## src/include/hack_params.svh

```systemverilog
`ifndef HACK_PARAMS_SVH
`define HACK_PARAMS_SVH

// Instruction memory size in words.
`define HACK_ROM_DEPTH 1024

// Data memory size in words.
`define HACK_RAM_DEPTH 1024

// Data address of the memory-mapped output register.
`define HACK_OUT_ADDR 16'h6000

`endif
```

## src/hack_bus_pkg.sv

```systemverilog
`default_nettype none

package hack_bus_pkg;

  // Wishbone classic signals driven by the master.
  typedef struct packed {
    logic        cyc;
    logic        stb;
    logic        we;
    logic [15:0] adr;
    logic [15:0] dat;
  } wb_req_t;

  // Wishbone classic signals driven by the slave.
  typedef struct packed {
    logic        ack;
    logic [15:0] dat;
  } wb_rsp_t;

endpackage

`default_nettype wire

```

## src/hack_isa_pkg.sv

```systemverilog
`default_nettype none

package hack_isa_pkg;

  // C-instruction layout, MSB first.
  typedef struct packed {
    logic [2:0] marker;  // 3'b111 on a C-instruction.
    logic       a;       // Y operand from memory instead of A.
    logic       zx;
    logic       nx;
    logic       zy;
    logic       ny;
    logic       f;       // Add when set, AND when clear.
    logic       no;
    logic       dest_a;
    logic       dest_d;
    logic       dest_m;
    logic       jlt;
    logic       jeq;
    logic       jgt;
  } c_fields_t;

  // Bit 15 clear means an A-instruction, and the word is the constant.
  typedef union packed {
    logic [15:0] word;
    c_fields_t   c;
  } instr_t;

  typedef enum logic [1:0] {
    st_fetch      = 2'd0,
    st_decode     = 2'd1,
    st_write_back = 2'd2,
    st_mem_read   = 2'd3
  } cpu_state_t;

endpackage

`default_nettype wire

```

## src/hack_cpu.sv

```systemverilog
`default_nettype none
`timescale 1ns/1ns

module hack_cpu (
  input  wire logic                   clk,
  input  wire logic                   reset,
  input  wire hack_isa_pkg::instr_t   instr,
  output logic [15:0]                 pc,
  output hack_bus_pkg::wb_req_t       wb_req,
  input  wire hack_bus_pkg::wb_rsp_t  wb_rsp
);

  import hack_isa_pkg::*;

  cpu_state_t  state;
  c_fields_t   ctl_q;
  logic [15:0] a_reg;
  logic [15:0] d_reg;
  logic [15:0] y_q;

  logic [15:0] alu_out;
  logic        alu_zero;
  logic        alu_neg;
  logic        alu_pos;
  logic        jump;

  assign alu_pos = !(alu_neg || alu_zero);
  assign jump = (ctl_q.jlt && alu_neg) || (ctl_q.jeq && alu_zero) || (ctl_q.jgt && alu_pos);

  hack_alu hack_alu_i (
    .x    (d_reg),
    .y    (y_q),
    .ctl  (ctl_q),
    .out  (alu_out),
    .zero (alu_zero),
    .neg  (alu_neg)
  );

  always_ff @(posedge clk) begin
    if (reset) begin
      state      <= st_fetch;
      pc         <= '0;
      a_reg      <= '0;
      d_reg      <= '0;
      wb_req.cyc <= 1'b0;
      wb_req.stb <= 1'b0;
      wb_req.we  <= 1'b0;
    end else begin
      case (state)
        st_fetch: begin
          state <= st_decode; // ROM word is ready next cycle.
        end

        st_decode: begin
          if (instr.word[15]) begin
            ctl_q <= instr.c;
            if (instr.c.a) begin
              // Fetch the M operand first.
              wb_req.cyc <= 1'b1;
              wb_req.stb <= 1'b1;
              wb_req.we  <= 1'b0;
              wb_req.adr <= a_reg;
              state      <= st_mem_read;
            end else begin
              y_q   <= a_reg;
              state <= st_write_back;
            end
          end else begin
            a_reg <= instr.word;
            pc    <= pc + 16'd1;
            state <= st_fetch;
          end
        end

        st_mem_read: begin
          if (wb_rsp.ack) begin
            y_q        <= wb_rsp.dat;
            wb_req.cyc <= 1'b0;
            wb_req.stb <= 1'b0;
            state      <= st_write_back;
          end
        end

        st_write_back: begin
          if (ctl_q.dest_m && !wb_req.stb) begin
            // Store at the old A before any register changes.
            wb_req.cyc <= 1'b1;
            wb_req.stb <= 1'b1;
            wb_req.we  <= 1'b1;
            wb_req.adr <= a_reg;
            wb_req.dat <= alu_out;
          end else if (!ctl_q.dest_m || wb_rsp.ack) begin
            wb_req.cyc <= 1'b0;
            wb_req.stb <= 1'b0;
            wb_req.we  <= 1'b0;
            if (ctl_q.dest_a) a_reg <= alu_out;
            if (ctl_q.dest_d) d_reg <= alu_out;
            pc    <= jump ? a_reg : pc + 16'd1; // Target is A before this write.
            state <= st_fetch;
          end
        end

        default: state <= st_fetch;
      endcase
    end
  end

  // Bus requests only come from the two bus states.
  a_stb_in_cycle: assert property (@(posedge clk) disable iff (reset)
    wb_req.stb |-> wb_req.cyc && (state == st_mem_read || state == st_write_back));

  // Request held until the slave acknowledges it.
  a_req_stable: assert property (@(posedge clk) disable iff (reset)
    wb_req.stb && !wb_rsp.ack |=> wb_req.stb && $stable(wb_req.adr)
      && $stable(wb_req.we) && $stable(wb_req.dat));

endmodule

`default_nettype wire

```

## src/hack_alu.sv

```systemverilog
`default_nettype none
`timescale 1ns/1ns

module hack_alu (
  input  wire logic [15:0]              x,
  input  wire logic [15:0]              y,
  input  wire hack_isa_pkg::c_fields_t  ctl,
  output logic [15:0]                   out,
  output logic                          zero,
  output logic                          neg
);

  logic [15:0] x_z, x_n;
  logic [15:0] y_z, y_n;
  logic [15:0] res;

  // Operand conditioning.
  assign x_z = ctl.zx ? 16'h0000 : x;
  assign x_n = ctl.nx ? ~x_z : x_z;
  assign y_z = ctl.zy ? 16'h0000 : y;
  assign y_n = ctl.ny ? ~y_z : y_z;

  assign res = ctl.f ? (x_n + y_n) : (x_n & y_n);
  assign out = ctl.no ? ~res : res;

  // Flags for the jump condition.
  assign zero = (out == 16'h0000);
  assign neg  = out[15];

endmodule

`default_nettype wire

```

## config.mk

```make
export PLATFORM = sky130hd
export DESIGN_NAME = hack_cpu
export DESIGN_NICKNAME = d
export VERILOG_FILES = /design/src/include/hack_params.svh /design/src/hack_bus_pkg.sv /design/src/hack_isa_pkg.sv /design/src/hack_cpu.sv /design/src/hack_alu.sv
export SDC_FILE = /design/constraint.sdc
export NUM_CORES = 1
export LEC_CHECK = 0
export ABC_AREA = 1
export BUFFER_PORTS_ARGS = -buffer_cell sky130_fd_sc_hd__buf_2
export CORE_MARGIN = 3
export CORE_UTILIZATION = 50
export DETAILED_ROUTE_END_ITERATION = 12
export PLACE_DENSITY = 0.7
export SYNTH_ARGS = -nofsm -noshare
export SYNTH_HDL_FRONTEND = slang
export SYNTH_SLANG_ARGS = --single-unit
export TNS_END_PERCENT = 100
```

## constraint.sdc

```tcl
create_clock -name clk -period 5.7 [get_ports clk]
set_clock_uncertainty 0.2 [all_clocks]
set_input_delay 0.855 -clock clk [delete_from_list [all_inputs] [get_ports clk]]
set_output_delay 0.855 -clock clk [all_outputs]
set_load 0.005 [all_outputs]
```

## After elaboration in Yosys (flattened, before gate mapping)

Cells that the tools add are included.

| storage, ports and cells | value |
|---|---|
| bits in registers | 113 |
| output and inout bits | 51 |
| logic and storage cells | 103 |

| operators by class | value |
|---|---|
| muxes and demuxes | 34 |
| add/subtract/negate cells | 2 |
| reductions and logical operators | 26 |
| equality and inequality tests | 13 |
| bitwise logic cells | 6 |

Operators by type and width:

| operator | count |
|---|---|
| 2-to-1 mux 16 bit | 17 |
| one-hot mux 16 bit (2 select lines) | 3 |
| NOT 16 bit | 3 |
| 2-to-1 mux 19 bit | 2 |
| one-hot mux 17 bit (2 select lines) | 1 |
| 2-to-1 mux 32 bit | 1 |
| AND reduction 5 bit | 4 |
| != test 2 bit (second input constant) | 9 |
| adder 16 x 1 -> 16 bit (second input constant) | 1 |
| adder 16 bit | 1 |
| AND 16 bit | 1 |
| zero test 16 bit | 1 |
| AND reduction 4 bit | 3 |
| 2-to-1 mux 2 bit | 5 |
| AND reduction 3 bit | 3 |
| one-hot mux 2 bit (4 select lines) | 1 |
| 2-to-1 mux 3 bit | 2 |
| one-hot mux 2 bit (3 select lines) | 1 |
| == test 2 bit (second input constant) | 2 |
| logical AND 1 bit | 4 |
| logical OR 1 bit | 4 |
| nonzero test 2 bit | 2 |
| zero test 1 bit | 3 |
| != test 3 bit (second input constant) | 1 |
| 5 further kinds | 6 |

## Logic depth before layout (Yosys ltp)

| logic depth | value |
|---|---|
| word-level depth | 16 |
| mapped depth | 27 |
| mapped depth without buffers | 25 |

## By module

A second synthesis with hierarchy kept.

| second synthesis, totals | value |
|---|---|
| cell total of the unflattened synthesis | 988 |
| area, all modules | 7200.7 µm² |

By module, submodules not included:

| module | cells an instance | instances | area each (µm²) |
|---|---|---|---|
| hack_cpu | 568 | 1 | 5071.1 |
| hack_alu | 420 | 1 | 2129.5 |

## Worst setup path after synthesis

Ideal clock, no wire load.

| path | value |
|---|---|
| kind | reg2reg |
| start | reg ctl_q[8] in the netlist's numbering |
| end | reg pc[9] |
| stages on the path, launching flop included | 21 |
| data arrival time | 3.425 ns |
| setup slack | 1.936 ns |
| data required time | 5.361 ns |
| path through | edfxtp_1 > clkbuf_1 > clkbuf_1 > xnor2_1 > ha_1 > fa_1 > nand2_1 > nand2_1 > xor2_2 > inv_2 > nor3_1 > nand2_1 > nor3_2 > nand3_1 > nand2_2 > nand3_4 > nand2_4 > buf_8 > nand2_2 > nand3_2 > a21oi_2 |

| on the way | value |
|---|---|
| longest elaborated chain between the ends | 14 |
| elaborated cells between the ends (all ways) | 18 |
| those cells by class | 1 x add/sub; 7 x mux; 2 x bitwise; 8 x reduce/logical |

Ends and longest elaborated chain:

| item | RTL line | RTL |
|---|---|---|
| start: declaration | hack_cpu.sv:16 | `c_fields_t ctl_q;` |
| start signal: assignment | hack_cpu.sv:56 | `ctl_q <= instr.c;` |
| 2-to-1 mux 16 bit (*) | hack_alu.sv:21 | `assign y_n = ctl.ny ? ~y_z : y_z;` |
| adder 16 bit or AND 16 bit (tied branches) | hack_alu.sv:23 | `assign res = ctl.f ? (x_n + y_n) : (x_n & y_n);` |
| 2-to-1 mux 16 bit (*) | hack_alu.sv:23 |  |
| NOT 16 bit | hack_alu.sv:24 | `assign out = ctl.no ? ~res : res;` |
| 2-to-1 mux 16 bit (*) | hack_alu.sv:24 |  |
| named net alu_out[1] | hack_cpu.sv:21 | `logic [15:0] alu_out;` |
| zero test 16 bit (*) | hack_alu.sv:27 | `assign zero = (out == 16'h0000);` |
| logical OR 1 bit | hack_cpu.sv:27 | `assign alu_pos = !(alu_neg \|\| alu_zero);` |
| zero test 1 bit | hack_cpu.sv:27 |  |
| logical AND 1 bit | hack_cpu.sv:28 | `assign jump = (ctl_q.jlt && alu_neg) \|\| (ctl_q.jeq && alu_zero) \|\| (ctl_q.jgt && alu_pos);` |
| logical OR 1 bit (*) | hack_cpu.sv:28 |  |
| 2-to-1 mux 16 bit (*) | hack_cpu.sv:98 | `pc <= jump ? a_reg : pc + 16'd1;` |
| 2-to-1 mux 16 bit (*) | hack_cpu.sv:92 | `end else if (!ctl_q.dest_m \|\| wb_rsp.ack) begin` |
| 2-to-1 mux 16 bit (*) | hack_cpu.sv:85 | `if (ctl_q.dest_m && !wb_req.stb) begin` |
| one-hot mux 16 bit (2 select lines) (*) | hack_cpu.sv:49 | `case (state)` |
| end signal: assignment | hack_cpu.sv:70 | `pc <= pc + 16'd1;` |
| end signal: assignment | hack_cpu.sv:98 |  |
| end: declaration | hack_cpu.sv:8 | `output logic [15:0] pc,` |

The timed path passes the listed nets; every way through them passes the cells marked *. The select of a mux whose other input is x is not followed.
A chain may end at the register's enable or synchronous reset.

## Worst setup path in the final report

| path | value |
|---|---|
| start | reg ctl_q[10] in the netlist's numbering |
| end | reg pc[4] |

| on the way | value |
|---|---|
| longest elaborated chain between the ends | 14 |
| elaborated cells between the ends (all ways) | 18 |
| those cells by class | 1 x add/sub; 7 x mux; 2 x bitwise; 8 x reduce/logical |

Ends and longest elaborated chain:

| item | RTL line | RTL |
|---|---|---|
| 2-to-1 mux 16 bit (*) | hack_alu.sv:19 | `assign x_n = ctl.nx ? ~x_z : x_z;` |
| adder 16 bit or AND 16 bit (tied branches) | hack_alu.sv:23 |  |
| 2-to-1 mux 16 bit (*) | hack_alu.sv:23 |  |
| NOT 16 bit | hack_alu.sv:24 |  |
| 2-to-1 mux 16 bit (*) | hack_alu.sv:24 |  |
| zero test 16 bit | hack_alu.sv:27 |  |
| logical OR 1 bit | hack_cpu.sv:27 |  |
| zero test 1 bit | hack_cpu.sv:27 |  |
| logical AND 1 bit | hack_cpu.sv:28 |  |
| logical OR 1 bit (*) | hack_cpu.sv:28 |  |
| 2-to-1 mux 16 bit (*) | hack_cpu.sv:98 |  |
| 2-to-1 mux 16 bit (*) | hack_cpu.sv:92 |  |
| 2-to-1 mux 16 bit (*) | hack_cpu.sv:85 |  |
| one-hot mux 16 bit (2 select lines) (*) | hack_cpu.sv:49 |  |

Every way passes the cells marked *; elsewhere a longest branch is shown, timed or not. The select of a mux whose other input is x is not followed.

==> impl_metrics.toml <==
[sta]
period_share_pct = 73.18
max_slew.worst_pin.slew_ns = 1.136
rsz0062_at_grt = "false"
fin_tns_setup_ns = 0
setup_ws_ns = 1.529
slew_viol_final = 0
finalSetupViolCount = 0
slew_headroom_pct = 24.25
whs_ns = 0.2640
finalHoldViolCount = 0
fmax_mhz = 239.7
fin_crit_ns = 4.171

[synthesis]
synth.distinct_cells = 44
synth_warnings = 0
synth_mux_area_share_pct = 0
synth_top_family_by_area = "simple AND/OR/NAND/NOR gates"
synth-seq-cells = 112
synthXorXnorAreaFrac_pct = 6.188
avgSynthCellArea_um2 = 7.534
netlist_instances = 934
syn-num-nets = 991
synth_area_um2 = 7037
synth_compound_area_share_pct = 9.691
synth-adder-area-share_pct = 4.018
synthSimpleGateAreaFrac_pct = 29.14
synth-seq-area-share_pct = 40.40

[place]
gp_congestion = 0.9483
pre_cts_slack_ns = 1.555
numPortBuffers = 85
dp_hpwl_mm = 14.43

[layout]
seqCellArea_um2 = 2843
nets = 1053
drive_gt1_share_pct = 16.58
postLayoutCoreUtil_pct = 58.21
top_register = "wb_req"
largest_reg_flops = 34
nFillCells = 1275
diodes = 0
multi_input_area_um2 = 3461
area_growth_pct = 11.72

[worst_setup_path]
critPathRequiredTime_ns = 5.71
start_kind = "flop"
cp-end-kind = "flop"
critPathKind = "flop to flop"
slowest_delay_ns = 0.86
cp_max_fo = 17
cp_slowest_cell = "edfxtp_1"
arrival_ns = 4.18
crit_path_frequent_cell = "nand2_1"
crit_chain = "xor2_1 -> inv_1 -> ha_1 -> fa_1 -> nand3_1 -> nand2_1 -> nand2_1 -> nand3_1 -> nand2_1 -> nand2_1 -> nand2_1 -> nand3_1 -> nor3_2 -> nand3_1 -> nand2_2 -> nand3_4 -> nand2_4 -> nand2_1 -> nand3_1 -> a21oi_1"

[die]
die_area_um2 = 15530
rows = 42
initial_utilization_pct = 52.10
die_x_um = 124.6
dieHeight_um = 124.6
core_area_um2 = 13510
io_pins = 86

[power_and_ir_drop]
irDropWorstVdd_uv = 182.1
finalPower_w = 0.001955
leakagePower_nw = 3.644
cellPowerDensity_nw_per_um2 = 248.7

[cts]
cts.sinks = 112
numCtsBuffers = 9
cts_resized = 0
post_cts_buffers = 0
ctsHoldBuffers = 0
cts_root_buf = "clkbuf_16"
clockBufferDepth = 2
clk_pin_slew_ns = 0.08
clk_latency_ns = 0.36
cts_tree = "yes"
htreeDepth = 3

[grt]
gr-usage-all-layers_pct = 24.55
grt_pass1_vias = 5876
grt_pass1_wl_mm = 30.52
grt_max_degree = 36
grt_overflow = 0
antenna_found_initial = 1

[detailed_routing]
drt_wl_total_mm = 19.27
ant_nets = 0
vias = 6336
drc = 0
first_iter_violations = 532
via_per_inst = 5.383
firstDrtPassIters = 6
routedWlPerCell_um = 16.37

[outcome]
outcome = "finished, final reports clean"

[job]
drv_cap = 0

[min_path]
min_path_type = "flop to flop"
## area by class of cell
cell class | instances | share of cell area [%]
Timing Repair Buffer | 92 | 6.080
Clock inverter | 4 | 0.6207
Sequential cell | 112 | 36.16
Clock buffer | 12 | 3.406
Tap cell | 176 | 2.801
Multi-Input combinational cell | 637 | 44.02
Inverter | 144 | 6.908
## cell usage in the layout, fill, tap and decap left out, types with 2 or more instances in the layout
cell type | netlist | final
a21oi_1 | 41 | 41
nand3_1 | 95 | 95
xor2_1 | 41 | 41
o211ai_1 | 19 | 19
inv_2 | 2 | 2
inv_1 | 139 | 139
o21ai_0 | 30 | 30
clkbuf_16 | 0 | 10
nor3_1 | 5 | 3
a21oi_2 | 10 | 10
xnor2_1 | 5 | 5
and2_1 | 3 | 3
nand4_1 | 5 | 5
buf_4 | 4 | 7
nand2_1 | 256 | 256
xor2_2 | 2 | 2
nand3_2 | 11 | 11
dfxtp_1 | 52 | 52
buf_2 | 4 | 85
a221oi_1 | 7 | 7
nor2_1 | 46 | 46
or2_2 | 4 | 4
nor3_2 | 1 | 3
edfxtp_1 | 60 | 60
clkinv_2 | 2 | 4
nand3b_1 | 4 | 4
ha_1 | 21 | 21
nand2_2 | 19 | 19
## metrics by stage
stage	instances	cell area (um^2)
after global routing	1177	7861
after global placement	1161	7545
after CTS	1177	7861
after floorplan	934	7037
final	1177	7861
after detailed placement	1161	7545
## cells in the mapped netlist (all sizes together)
cell type / count / share of area [%]
nand2: 276 / 16
inv: 141 / 7.5
nand3: 107 / 8.6
edfxtp: 60 / 26
dfxtp: 52 / 15
a21oi: 51 / 4.2
nor2: 48 / 2.7
xor2: 43 / 5.6
o21ai: 31 / 2.3
clkbuf: 28 / 1.5
ha: 21 / 3.7
o211ai: 19 / 2.0
buf: 13 / 1.4
a221oi: 7 / 0.87
nand4: 6 / 0.62
nor3: 6 / 0.50
or2: 5 / 0.44
xnor2: 5 / 0.62
nand3b: 4 / 0.43
and2: 3 / 0.27
clkinv: 3 / 0.20
a32o: 1 / 0.14
fa: 1 / 0.28
nor3b: 1 / 0.11
o31ai: 1 / 0.11
o32ai: 1 / 0.12
## logic make-up after synthesis
logic type / Yosys count
compound gates: 111
flops: 112
xor+xnor: 48
simple gates: 456
fa+ha+maj: 22
buf+inv: 185
## power by group
part	total (W)	internal [W]	switching, W
clock	0.000674	0.000380	0.000294
combinational	0.000367	0.000116	0.000250
sequential	0.000915	0.000892	0.0000227
## metal layers
layer  wire (um)  share of wire [%]  vias up  track usage [%]
met5          13              0.067        -                0
met4         618                3.2        2            9.155
met3        1350                7.0       39            5.189
met2        8564                 44      224            37.91
met1        8721                 45     2951            33.97
li1            -                  -     3120                -
## worst paths after layout
check | from | to | slack (ns) | cells past startpoint
max | ctl_q[10] | pc[4] | 1.53 | 20
min | a_reg[12] | a_reg[12] | 0.26 | 2
max reg2reg | ctl_q[10] | pc[4] | 1.53 | 20
min reg2reg | a_reg[12] | a_reg[12] | 0.26 | 2
## critical path: cells and delay by family, from the launching register on
family	cells	cell delay, ns
AND/OR/NAND/NOR	15	1.95
flip-flops	1	0.86
XOR/XNOR	1	0.20
buffers and inverters	1	0.06
adder cells (fa/ha/maj)	2	0.66
AO/OA/AOI/OAI	1	0.10
No activity file was read; power rests on OpenSTA's default activity.
